**config.mk**
```make
export PLATFORM = sky130hd
export DESIGN_NAME = fl_mem_top
export DESIGN_NICKNAME = d
export VERILOG_FILES = /design/src/design/fl_pkg.sv /design/src/design/mem_1r1w.sv /design/src/design/free_list.sv /design/src/design/row_align.sv /design/src/design/fl_ctrl.sv /design/src/design/fl_mem_top.sv
export VERILOG_INCLUDE_DIRS = /design/src /design/src/design
export SDC_FILE = /design/constraint.sdc
export NUM_CORES = 1
export LEC_CHECK = 0
export BUFFER_PORTS_ARGS = -buffer_cell sky130_fd_sc_hd__buf_2
export CORE_MARGIN = 2
export CORE_UTILIZATION = 59
export CTS_BUF_LIST = sky130_fd_sc_hd__clkbuf_4
export CTS_CLUSTER_DIAMETER = 40
export DETAILED_ROUTE_END_ITERATION = 16
export GPL_TIMING_DRIVEN = 0
export PLACE_DENSITY = 0.75
export SLEW_MARGIN = 0
export SYNTH_ARGS = -nofsm -noshare
export SYNTH_HDL_FRONTEND = slang
export SYNTH_HIERARCHICAL = 1
export SYNTH_SLANG_ARGS = --single-unit
```
**constraint.sdc**
```tcl
create_clock -name clk -period 4.6 [get_ports clk]
set_input_delay 0.23 -clock clk [delete_from_list [all_inputs] [get_ports clk]]
set_output_delay 0.23 -clock clk [all_outputs]
set_load 0.1 [all_outputs]
```
**src/design/fl_cfg.svh**
```systemverilog
`ifndef FL_CFG_SVH
`define FL_CFG_SVH

// buffer geometry
`define FL_NUMADDR 64
`define FL_WIDTH 16
`define FL_NUMWRDS 4

// first back-pressure threshold
`define FL_BP_DEFAULT 8

`endif

```
**src/design/fl_pkg.sv**
```systemverilog
`include "fl_cfg.svh"

package fl_pkg;

  localparam int ADDR_W  = $clog2(`FL_NUMADDR);
  localparam int WRD_W   = $clog2(`FL_NUMWRDS);
  localparam int ROW_W   = ADDR_W - WRD_W;        // physical row index bits
  localparam int NUMROWS = `FL_NUMADDR / `FL_NUMWRDS;

  typedef logic [ADDR_W-1:0]    addr_t;
  typedef logic [WRD_W-1:0]     wrd_t;
  typedef logic [ROW_W-1:0]     ridx_t;
  typedef logic [`FL_WIDTH-1:0] data_t;

  // word 0 sits in the low bits of the row
  typedef data_t [`FL_NUMWRDS-1:0] row_t;

  // must reach `FL_NUMADDR itself
  typedef logic [$clog2(`FL_NUMADDR+1)-1:0] count_t;

  typedef struct packed {
    data_t data;
  } alloc_req_t;

  typedef struct packed {
    addr_t addr;
  } rd_req_t;

  typedef struct packed {
    addr_t addr;
    data_t data;
  } rd_rsp_t;

  typedef struct packed {
    addr_t addr;
  } free_req_t;

endpackage

```
**src/design/mem_1r1w.sv**
```systemverilog
`timescale 1ns/10ps
`include "fl_cfg.svh"

module mem_1r1w #(
  parameter type T     = logic,
  parameter int  DEPTH = `FL_NUMADDR
) (
  input  logic                     clk,
  input  logic                     we,
  input  logic [$clog2(DEPTH)-1:0] waddr,
  input  T                         wdata,
  input  logic                     re,
  input  logic [$clog2(DEPTH)-1:0] raddr,
  output T                         rdata
);

  T mem [DEPTH];

  always_ff @(posedge clk) begin
    if (we) begin
      mem[waddr] <= wdata;
    end
  end

  // registered read, same-entry collision returns the old value
  always_ff @(posedge clk) begin
    if (re) begin
      rdata <= mem[raddr];   // holds while re is low
    end
  end

endmodule

```
**src/design/free_list.sv**
```systemverilog
`timescale 1ns/10ps
`include "fl_cfg.svh"

module free_list (
  input  logic           clk,
  input  logic           rst_n,
  input  logic           push,
  input  fl_pkg::addr_t  push_addr,
  input  logic           pop,
  output logic           head_valid,
  output fl_pkg::addr_t  head_addr,
  output fl_pkg::count_t count
);

  fl_pkg::addr_t  wr_ptr;
  fl_pkg::addr_t  rd_ptr;
  fl_pkg::count_t mem_cnt;     // entries behind the head
  fl_pkg::addr_t  byp_addr;
  fl_pkg::addr_t  mem_rdata;
  logic           use_mem;
  logic           head_free;
  logic           bypass;
  logic           mem_we;
  logic           mem_re;

  // head slot is open when empty or taken this cycle
  assign head_free = !head_valid || pop;

  // push into an empty list goes straight to the head
  assign bypass = head_free && push && (mem_cnt == '0);
  assign mem_re = head_free && (mem_cnt != '0);
  assign mem_we = push && !bypass;

  mem_1r1w #(
    .T     (fl_pkg::addr_t),
    .DEPTH (`FL_NUMADDR)
  ) u_mem (
    .clk   (clk),
    .we    (mem_we),
    .waddr (wr_ptr),
    .wdata (push_addr),
    .re    (mem_re),
    .raddr (rd_ptr),
    .rdata (mem_rdata)
  );

  always_ff @(posedge clk) begin
    if (!rst_n) begin
      wr_ptr     <= '0;
      rd_ptr     <= '0;
      mem_cnt    <= '0;
      count      <= '0;
      head_valid <= 1'b0;
      use_mem    <= 1'b0;
    end else begin
      if (mem_we) begin
        wr_ptr <= wr_ptr + 1'b1;
      end
      if (mem_re) begin
        rd_ptr <= rd_ptr + 1'b1;
      end
      mem_cnt <= mem_cnt + fl_pkg::count_t'(mem_we) - fl_pkg::count_t'(mem_re);
      count   <= count + fl_pkg::count_t'(push) - fl_pkg::count_t'(pop);
      if (bypass || mem_re) begin
        head_valid <= 1'b1;
        use_mem    <= mem_re;   // refill comes out of the memory read register
      end else if (pop) begin
        head_valid <= 1'b0;
      end
    end
  end

  always_ff @(posedge clk) begin
    if (bypass) begin
      byp_addr <= push_addr;
    end
  end

  assign head_addr = use_mem ? mem_rdata : byp_addr;

endmodule

```
**src/design/row_align.sv**
```systemverilog
`timescale 1ns/10ps
`include "fl_cfg.svh"

module row_align (
  input  logic            clk,
  input  logic            rst_n,
  input  logic            en,
  input  logic            wr,
  input  fl_pkg::addr_t   wr_addr,
  input  fl_pkg::data_t   wr_data,
  input  logic            rd_valid,
  input  fl_pkg::rd_req_t rd_req,
  output logic            rd_ready,
  output logic            rsp_valid,
  output fl_pkg::rd_rsp_t rsp,
  input  logic            rsp_ready
);

  fl_pkg::ridx_t          wr_row;
  fl_pkg::wrd_t           wr_wrd;
  fl_pkg::ridx_t          rd_row_idx;
  logic [`FL_NUMWRDS-1:0] wmask;
  fl_pkg::row_t           rd_row;
  logic                   rd_fire;
  logic                   s1_valid;    // memory stage
  fl_pkg::addr_t          s1_addr;
  logic                   s1_adv;

  // upper bits pick the physical row, lower bits the word in it
  assign wr_row     = wr_addr[fl_pkg::ADDR_W-1:fl_pkg::WRD_W];
  assign wr_wrd     = wr_addr[fl_pkg::WRD_W-1:0];
  assign rd_row_idx = rd_req.addr[fl_pkg::ADDR_W-1:fl_pkg::WRD_W];

  always_comb begin
    wmask         = '0;
    wmask[wr_wrd] = wr;
  end

  // one bank per word lane, all lanes share the row address
  for (genvar w = 0; w < `FL_NUMWRDS; w++) begin : g_lane
    mem_1r1w #(
      .T     (fl_pkg::data_t),
      .DEPTH (fl_pkg::NUMROWS)
    ) u_mem (
      .clk   (clk),
      .we    (wmask[w]),
      .waddr (wr_row),
      .wdata (wr_data),
      .re    (rd_fire),
      .raddr (rd_row_idx),
      .rdata (rd_row[w])
    );
  end

  // memory stage moves on when the output slot is free or draining
  assign s1_adv   = s1_valid && (!rsp_valid || rsp_ready);
  assign rd_ready = en && (!s1_valid || s1_adv);
  assign rd_fire  = rd_valid && rd_ready;

  always_ff @(posedge clk) begin
    if (!rst_n) begin
      s1_valid  <= 1'b0;
      rsp_valid <= 1'b0;
    end else begin
      if (rd_fire) begin
        s1_valid <= 1'b1;
      end else if (s1_adv) begin
        s1_valid <= 1'b0;
      end
      if (s1_adv) begin
        rsp_valid <= 1'b1;
      end else if (rsp_ready) begin
        rsp_valid <= 1'b0;
      end
    end
  end

  always_ff @(posedge clk) begin
    if (rd_fire) begin
      s1_addr <= rd_req.addr;
    end
    if (s1_adv) begin
      rsp.addr <= s1_addr;
      rsp.data <= rd_row[s1_addr[fl_pkg::WRD_W-1:0]];   // word index rides along
    end
  end

endmodule

```
**src/design/fl_ctrl.sv**
```systemverilog
`timescale 1ns/10ps
`include "fl_cfg.svh"

module fl_ctrl (
  input  logic               clk,
  input  logic               rst_n,
  input  logic               alloc_valid,
  input  fl_pkg::alloc_req_t alloc_req,
  output logic               alloc_ready,
  output fl_pkg::addr_t      alloc_addr,
  input  logic               free_valid,
  input  fl_pkg::free_req_t  free_req,
  output logic               free_ready,
  input  fl_pkg::count_t     bp_thr,
  output logic               ready,
  output logic               bp,
  output logic               free_err,
  output logic               fl_push,
  output fl_pkg::addr_t      fl_push_addr,
  output logic               fl_pop,
  input  logic               head_valid,
  input  fl_pkg::addr_t      head_addr,
  input  fl_pkg::count_t     count,
  output logic               wr,
  output fl_pkg::addr_t      wr_addr,
  output fl_pkg::data_t      wr_data,
  output logic               en
);

  fl_pkg::addr_t          init_addr;
  logic [`FL_NUMADDR-1:0] alloc_map;   // one bit per address, set while allocated
  logic                   alloc_fire;
  logic                   free_fire;
  logic                   free_ok;

  assign alloc_ready = ready && head_valid;
  assign alloc_addr  = head_addr;
  assign alloc_fire  = alloc_valid && alloc_ready;

  assign free_ready = ready;
  assign free_fire  = free_valid && free_ready;
  assign free_ok    = alloc_map[free_req.addr];

  // init owns the push port until ready
  assign fl_push      = !ready || (free_fire && free_ok);
  assign fl_push_addr = ready ? free_req.addr : init_addr;
  assign fl_pop       = alloc_fire;

  // allocation writes its word on the accept edge
  assign wr      = alloc_fire;
  assign wr_addr = head_addr;
  assign wr_data = alloc_req.data;

  assign en = ready;

  always_ff @(posedge clk) begin
    if (!rst_n) begin
      ready     <= 1'b0;
      init_addr <= '0;
      alloc_map <= '0;
      bp        <= 1'b0;
      free_err  <= 1'b0;
    end else begin
      if (!ready) begin
        init_addr <= init_addr + 1'b1;
        if (init_addr == fl_pkg::addr_t'(`FL_NUMADDR - 1)) begin
          ready <= 1'b1;   // last address pushed
        end
      end

      // head address is always free, so set and clear never collide
      if (alloc_fire) begin
        alloc_map[head_addr] <= 1'b1;
      end
      if (free_fire && free_ok) begin
        alloc_map[free_req.addr] <= 1'b0;
      end

      free_err <= free_fire && !free_ok;
      bp       <= ready && (count < bp_thr);
    end
  end

endmodule

```
**src/design/fl_mem_top.sv**
```systemverilog
`timescale 1ns/10ps
`include "fl_cfg.svh"

module fl_mem_top (
  input  logic               clk,
  input  logic               rst_n,
  input  logic               alloc_valid,
  input  fl_pkg::alloc_req_t alloc_req,
  output logic               alloc_ready,
  output fl_pkg::addr_t      alloc_addr,
  input  logic               rd_valid,
  input  fl_pkg::rd_req_t    rd_req,
  output logic               rd_ready,
  output logic               rsp_valid,
  output fl_pkg::rd_rsp_t    rsp,
  input  logic               rsp_ready,
  input  logic               free_valid,
  input  fl_pkg::free_req_t  free_req,
  output logic               free_ready,
  input  fl_pkg::count_t     bp_thr,
  output logic               ready,
  output logic               bp,
  output logic               free_err
);

  logic           fl_push;
  fl_pkg::addr_t  fl_push_addr;
  logic           fl_pop;
  logic           head_valid;
  fl_pkg::addr_t  head_addr;
  fl_pkg::count_t count;
  logic           wr;
  fl_pkg::addr_t  wr_addr;
  fl_pkg::data_t  wr_data;
  logic           en;

  fl_ctrl u_ctrl (
    .clk          (clk),
    .rst_n        (rst_n),
    .alloc_valid  (alloc_valid),
    .alloc_req    (alloc_req),
    .alloc_ready  (alloc_ready),
    .alloc_addr   (alloc_addr),
    .free_valid   (free_valid),
    .free_req     (free_req),
    .free_ready   (free_ready),
    .bp_thr       (bp_thr),
    .ready        (ready),
    .bp           (bp),
    .free_err     (free_err),
    .fl_push      (fl_push),
    .fl_push_addr (fl_push_addr),
    .fl_pop       (fl_pop),
    .head_valid   (head_valid),
    .head_addr    (head_addr),
    .count        (count),
    .wr           (wr),
    .wr_addr      (wr_addr),
    .wr_data      (wr_data),
    .en           (en)
  );

  free_list u_free_list (
    .clk        (clk),
    .rst_n      (rst_n),
    .push       (fl_push),
    .push_addr  (fl_push_addr),
    .pop        (fl_pop),
    .head_valid (head_valid),
    .head_addr  (head_addr),
    .count      (count)
  );

  // reads bypass the control block
  row_align u_row_align (
    .clk       (clk),
    .rst_n     (rst_n),
    .en        (en),
    .wr        (wr),
    .wr_addr   (wr_addr),
    .wr_data   (wr_data),
    .rd_valid  (rd_valid),
    .rd_req    (rd_req),
    .rd_ready  (rd_ready),
    .rsp_valid (rsp_valid),
    .rsp       (rsp),
    .rsp_ready (rsp_ready)
  );

endmodule

```
# After elaboration in Yosys (flattened, before gate mapping)

Memories as Yosys holds them, arrays and structs flattened. A register that Yosys moved wholly into a read port is not among the register bits.
Index checks and enable logic that the tools add are counted.

$add $sub $neg: 7
Order comparisons: 8
Equality and inequality tests: 1
Mux-type cells: 33
Bitwise operators: 4
Reductions and logical operators: 32

Operators by type and width:

| cell                | count |
|---|---|
| $mux 64             | 3 |
| $and 64x64->64      | 1 |
| $not 64->64         | 1 |
| $or 64x64->64       | 1 |
| $bmux 16 s2         | 1 |
| $mux 1              | 22 |
| $add 6x1->6 const B | 3 |
| $logic_and 1x1->1   | 16 |
| $mux 16             | 1 |
| $add 7x1->7         | 2 |
| $lt 6x7->1 const B  | 2 |
| $sub 7x1->7         | 2 |
| $demux 1 s6         | 2 |
| $ge 6x1->1 const B  | 2 |
| $mux 6              | 2 |
| $logic_not 7->1     | 1 |
| $lt 7x7->1          | 1 |
| $reduce_bool 7->1   | 1 |
| $bmux 1 s6          | 1 |
| $eq 6x6->1 const B  | 1 |
| $logic_not 1->1     | 6 |
| $lt 2x3->1 const B  | 2 |
| $reduce_bool 2->1   | 3 |
| $logic_or 1x1->1    | 5 |
| 3 further kinds     | 3 |

Register bits: 137
Bits in writable memories: 1408
Input bits: 41
Output and inout port bits: 35
Word-level logic and storage cells: 107
Memories kept: 5

Memories:

| memory                          | words | bits a word | read ports | clocked after memory_dff | wr ports | line           | text |
|---|---|---|---|---|---|---|---|
| u_free_list.u_mem.mem           | 64    | 6           | 1          | 1                        | 1        | mem_1r1w.sv:17 | `T mem [DEPTH];` |
| u_row_align.g_lane[0].u_mem.mem | 16    | 16          | 1          | 1                        | 1        | mem_1r1w.sv:17 |  |
| u_row_align.g_lane[1].u_mem.mem | 16    | 16          | 1          | 1                        | 1        | mem_1r1w.sv:17 |  |
| u_row_align.g_lane[2].u_mem.mem | 16    | 16          | 1          | 1                        | 1        | mem_1r1w.sv:17 |  |
| u_row_align.g_lane[3].u_mem.mem | 16    | 16          | 1          | 1                        | 1        | mem_1r1w.sv:17 |  |

# Depth between registers and ports, before layout

Depth in word-level cells: 10
Depth in mapped cells: 18
Depth with buffers taken out: 16

# By module

The synthesis kept the hierarchy.

Modules (own cells, without submodules):

| module                                     | instances | cells an instance | area each (µm²) | sequential area each (µm²) |
|---|---|---|---|---|
| mem_1r1w (u_row_align.g_lane[0].u_mem ...) | 4         | 432               | 10203.5         | 8167.8 |
| mem_1r1w (u_free_list.u_mem)               | 1         | 720               | 15285.9         | 11711.2 |
| fl_ctrl                                    | 1         | 499               | 3998.8          | 1461.4 |
| free_list                                  | 1         | 208               | 1980.6          | 740.7 |
| row_align                                  | 1         | 63                | 1385.1          | 880.8 |

# Worst setup path after synthesis

OpenSTA, ideal clock, no wires.

Path type: flip-flop to flip-flop
From: register u_row_align.rsp_valid
To: register u_row_align/g_lane[0].u_mem/rdata[0] (netlist name) (read register of u_row_align.g_lane[0].u_mem.mem) (enable)
Arrival: 4.376 ns
Path slack: -0.297 ns
Stages on the path, launching flop included: 3
Path buffers: 0
Cells stage by stage: dfxtp_1 nor2b_1 a21oi_1

Longest elaborated chain between the ends: 6

RTL lines:

| what                    | line            | text |
|---|---|---|
| from (decl)             | row_align.sv:14 | `output logic rsp_valid,` |
| from (signal assigned)  | row_align.sv:63 | `rsp_valid <= 1'b0;` |
| from (signal assigned)  | row_align.sv:71 | `rsp_valid <= 1'b1;` |
| from (signal assigned)  | row_align.sv:73 | `rsp_valid <= 1'b0;` |
| $logic_not 1->1         | row_align.sv:56 | `assign s1_adv = s1_valid && (!rsp_valid \|\| rsp_ready);` |
| $logic_or 1x1->1        | row_align.sv:56 |  |
| $logic_and 1x1->1       | row_align.sv:56 |  |
| $logic_or 1x1->1        | row_align.sv:57 | `assign rd_ready = en && (!s1_valid \|\| s1_adv);` |
| $logic_and 1x1->1       | row_align.sv:57 |  |
| $logic_and 1x1->1       | row_align.sv:58 | `assign rd_fire = rd_valid && rd_ready;` |
| via u_row_align.rd_fire | row_align.sv:24 | `logic rd_fire;` |
| to (decl)               | mem_1r1w.sv:14  | `output T rdata` |

The timed path passes the listed nets, and every way through them passes these cells.
A chain may end at the register's enable or synchronous reset.

# Worst setup path after layout

From: input free_req[1] (netlist name)
To: register u_free_list.mem_cnt[6]

Longest elaborated chain between the ends: 10

RTL lines:

| what                           | line             | text |
|---|---|---|
| from (decl)                    | fl_mem_top.sv:18 | `input fl_pkg::free_req_t free_req,` |
| $bmux 1 s6 *                   | fl_ctrl.sv:42    | `assign free_ok = alloc_map[free_req.addr];` |
| $mux 1 (implied by the code) * | fl_ctrl.sv:42    |  |
| $logic_and 1x1->1 *            | fl_ctrl.sv:45    | `assign fl_push = !ready \|\| (free_fire && free_ok);` |
| $logic_or 1x1->1 *             | fl_ctrl.sv:45    |  |
| via fl_push                    | fl_mem_top.sv:26 | `logic fl_push;` |
| $logic_and 1x1->1 (2 in a row) | free_list.sv:30  | `assign bypass = head_free && push && (mem_cnt == '0);` |
| $logic_not 1->1                | free_list.sv:32  | `assign mem_we = push && !bypass;` |
| $logic_and 1x1->1 *            | free_list.sv:32  |  |
| $add 7x1->7 *                  | free_list.sv:62  | `mem_cnt <= mem_cnt + fl_pkg::count_t'(mem_we) - fl_pkg::count_t'(mem_re);` |
| $sub 7x1->7 *                  | free_list.sv:62  |  |
| to (signal assigned)           | free_list.sv:62  |  |
| to (decl)                      | free_list.sv:17  | `fl_pkg::count_t mem_cnt;` |

The timed path passes the listed nets; every way through them passes the cells marked *. The select of a mux whose other input is x is not followed.

==> metrics.md <==
| Metric | Value |
|---|---|
| Share of the synthesized area in the top cell type | 71.5% |
| Nature of the critical path startpoint | input port |
| Placement Rows | 120 |
| Clock sink count | 1615 |
| DP Wirelength | 93700 um |
| R2r endpoint | u_free_list/mem_cnt[6]$_SDFF_PN0_ |
| Core box area | 107000 um2 |
| Filler Cells Inserted | 6799 |
| Compound-Gate Fraction of Synth Area | 4.27% |
| Reg2Reg Depth | 16 |
| Most frequent cells after synthesis | 1512 x edfxtp_1, 313 x mux4_2, 206 x nor2_1 |
| Power Density | 438 nW/um2 |
| Layout Utilization | 67.3% |
| Hold Path Depth | 4 |
| Antenna-violating nets left | 0 |
| Synth cell types | 79 |
| Total track usage | 27.8% |
| Mux share of post-synthesis cell area | 14.2% |
| XOR/XNOR share of the synthesized area | 0.179% |
| Final setup viols | 0 |
| Worst EP required | 5.66 ns |
| Global-route wire length before repair | 225000 um |
| Adder-cell share of the synthesized area | 0.556% |
| Top FF cell, synth | edfxtp_1 |
| Final Cycle Share | 98.1% |
| Synth Register Bits | 1615 |
| Relative slew slack | 2.53% |
| Largest cells by area after synthesis | edfxtp_1 72%, mux4_2 11%, dfxtp_1 3.2%, mux4_1 2.2%, a22oi_1 1.5% |
| Pins Over Slew Limit | 0 |
| Residual DRC | 0 |
| FF-to-FF setup slack | 0.22 ns |
| Initial antenna violation count | 4 |
| Port-buffer cells | 58 |
| Sequential-to-total area share from yosys stat | 74.8% |
| Vias/cell | 6.34 |
| Hold Path End | u_ctrl/free_err$_SDFF_PN0_ |
| Vias in the first global route | 35800 |
| Clk root buf | clkbuf_4 |
| Simple-Gate Fraction of Synth Area | 3.97% |
| Die Ht | 332 um |
| Leak | 23.7 nW |
| Post-Syn Area | 63500 um2 |
| Post-synth EDFFs | 1512 |
| Worst R2R Start | u_ctrl/alloc_map[6]$_SDFF_PN0_ |
| Hold path startpoint | free_valid |
| Status | completed |
| Yosys top cell by area | edfxtp_1 |
| Post-layout nets | 3856 |
| Crit. End Element | register |
| Routed wire length | 153000 um |
| Share of flip-flops with an asynchronous set or reset | 0% |
| DP Worst Slack | -0.706 ns |
| CTS Buf Count | 401 |
| Die X | 332 um |
| Syn Inst Count | 3218 |
| RSZ-0062 raised after global routing | false |
| Worst path cell trace | dlygate4sd3_1 > buf_2 > buf_2 > nor2_1 > a221o_1 > nand2_1 > a21oi_2 > nor2_1 > a41oi_4 > o31ai_4 > ha_1 > inv_1 > ha_1 > inv_1 > fa_1 > nor2b_1 > o311ai_0 > or4b_2 > nand4b_1 |
| Fin cells | 5499 |
| Setup TNS | 0 ns |
| Max stage delay on crit path | 0.66 ns |
| WL per Instance | 27.8 um |
| Dominant cell by count in the synthesized netlist | edfxtp_1 |
| Drt pass-1 iters | 6 |
| Peak Freq | 222 MHz |
| Synth warn | 6 |
| Later-pin clock latency in the skew report | 1.20 ns |
| CTS Buffer Depth | 4 |
| Fin Hold WS | 0.167 ns |
| Worst min path class | in2reg |
| Final hold violation count | 0 |
| Final Cell Area | 71900 um2 |
| Largest family of logic cells by synthesized area | multiplexers |
| # IOs | 76 |
| CTS tree | yes |
| Max-Cap Viols | 0 |
| Min setup slack post-route | 0.0886 ns |
| Layout cells sized above 1 | 30.2% |
| Power Total | 31.5 mW |
| GRT overflow | 0 |
| Starting DRT DRC Count | 4734 |
| Worst Clk Skew | 0.153 ns |
| Die area | 110000 um2 |
| Worst vdd ir | 0.371 mV |
| Placed Area | 66300 um2 |
| Area growth from synthesis to layout | 13.3% |
| Critical Path AT | 5.57 ns |
| Initial Util | 59.4% |
| Worst path slowest cell | or4b_2 |
| Crit Path Max Fanout | 10 |
| CTS clock-pin slew for the worst setup and hold paths | 0.06 ns |
| Actual slew at the worst max-slew pin | 1.45 ns |
| Cell count after placement | 4727 |
| Kind of critical path | in2reg |
| Gpl congestion | 0.923 |
| Syn Nets | 3286 |
| Via Count | 34900 |
| Mapped Avg Cell Area | 19.7 um2 |
| Tmin final | 4.51 ns |
| Largest net degree at the start of global routing | 66 |
| H-Tree Depth | 5 |
[power breakdown]
group | internal, mW | switching (mW) | leakage [nW] | total, mW
clock | 5.91 | 5.53 | 2.92 | 11.4
sequential | 16.3 | 0.115 | 14.6 | 16.4
combinational | 1.37 | 2.31 | 6.21 | 3.68
total | 23.5 | 7.96 | 23.7 | 31.5
[worst max path at each step]
| stage | from | endpoint | slack [ns] | cells after the start |
|---|---|---|---|---|
| floorplan | free_req[0] | u_free_list/mem_cnt[6]$_SDFF_PN0_ | 0.67 | 16 |
| global placement | u_ctrl/en$_SDFF_PN0_ | u_row_align/g_lane[0].u_mem/mem[0][8]$_DFFE_PP_ | -1.06 | 7 |
| detailed placement | free_req[0] | u_free_list/mem_cnt[6]$_SDFF_PN0_ | -0.71 | 17 |
| CTS | u_ctrl/alloc_map[35]$_SDFF_PN0_ | u_free_list/mem_cnt[6]$_SDFF_PN0_ | 0.02 | 15 |
| global route | u_ctrl/alloc_map[4]$_SDFF_PN0_ | u_free_list/mem_cnt[6]$_SDFF_PN0_ | 0.004 | 16 |
| finish | free_req[1] | u_free_list/mem_cnt[6]$_SDFF_PN0_ | 0.09 | 19 |
[critical path: cells and delay by family]
family | cells | cell delay (ns)
adder cells (fa/ha/maj) | 3 | 0.89
AND/OR/NAND/NOR | 6 | 1.76
buffers and inverters | 5 | 1.03
AO/OA/AOI/OAI | 5 | 1.64
[state kept, by name, summed over array words and instances (netlist names)]
| name | count |
|---|---|
| u_free_list/mem_cnt | 7 |
| u_row_align/s1_valid | 1 |
| u_free_list/wr_ptr | 6 |
| u_free_list/rd_ptr | 6 |
| u_free_list/byp_addr | 6 |
| u_row_align/s1_addr | 6 |
| u_free_list/head_valid | 1 |
| u_free_list/count | 7 |
| u_free_list/use_mem | 1 |
| u_ctrl/init_addr | 6 |
| u_ctrl/bp | 1 |
| u_free_list/u_mem/mem | 384 |
| u_row_align/g_lane.u_mem/mem | 1024 |
| u_free_list/u_mem/rdata | 6 |
| u_ctrl/alloc_map | 64 |
| u_ctrl/en | 1 |
| u_row_align/g_lane.u_mem/rdata | 64 |
| u_row_align/rsp | 22 |
| u_ctrl/free_err | 1 |
| u_row_align/rsp_valid | 1 |
[timing repair]
action / CTS / global route
setup buffers: 0 / 2
hold buffers: 59 / 0
gates resized for setup: 3 / 4
setup endpoints to repair: 51 / 3
pin swaps: 0 / 2
hold endpoints to repair: 1238 / 0
[kinds of logic (layout without fill, tap and decap cells)]
family                   after synthesis  in the layout
flip-flops                          1615           1615
XOR/XNOR                              13             13
multiplexers                         419            419
buffers and inverters                230           1101
AO/OA/AOI/OAI                        393            393
AND/OR/NAND/NOR                      521            521
other                                  0              7
adder cells (fa/ha/maj)               27             27
[routing by layer]
metal / wire [um] / global-route usage (%) / part of all wire, % / vias to the layer above
met5: 13 / 0 / 0.0085 / -
met4: 5850 / 11.9 / 3.8 / 2
met3: 15700 / 6.59 / 10 / 346
met2: 75200 / 44.8 / 49 / 2114
met1: 56100 / 37.0 / 37 / 17700
li1: - / - / - / 14700
[area by class of cell]
class                           instances  area (um2)  area share [%]
Sequential cell                      1615       47500            66.0
Multi-Input combinational cell       1373       14900            20.7
Clock buffer                          561        4210            5.86
Tap cell                             1403        1760            2.44
Timing Repair Buffer                  167        1520            2.12
Buffer                                197        1200            1.66
Clock inverter                        143         716           0.995
Inverter                               33         128           0.177
Antenna cell                            7        17.5          0.0244
[cells in the final DEF, fill, tap and decap left out, types with 35 or more instances in the layout]
cell type      count
nor2_2            40
buf_2             92
dlygate4sd3_1     59
nand3_1           35
edfxtp_1        1512
a21oi_1           78
clkinv_1         108
mux4_2           313
dfxtp_1          103
a22oi_1          131
buf_4             52
buf_6             46
clkbuf_4         561
nand2_1          100
o21ai_0           69
mux4_1            52
clkbuf_1          72
nor2_1           167
Power figures use the tool's default switching activity.
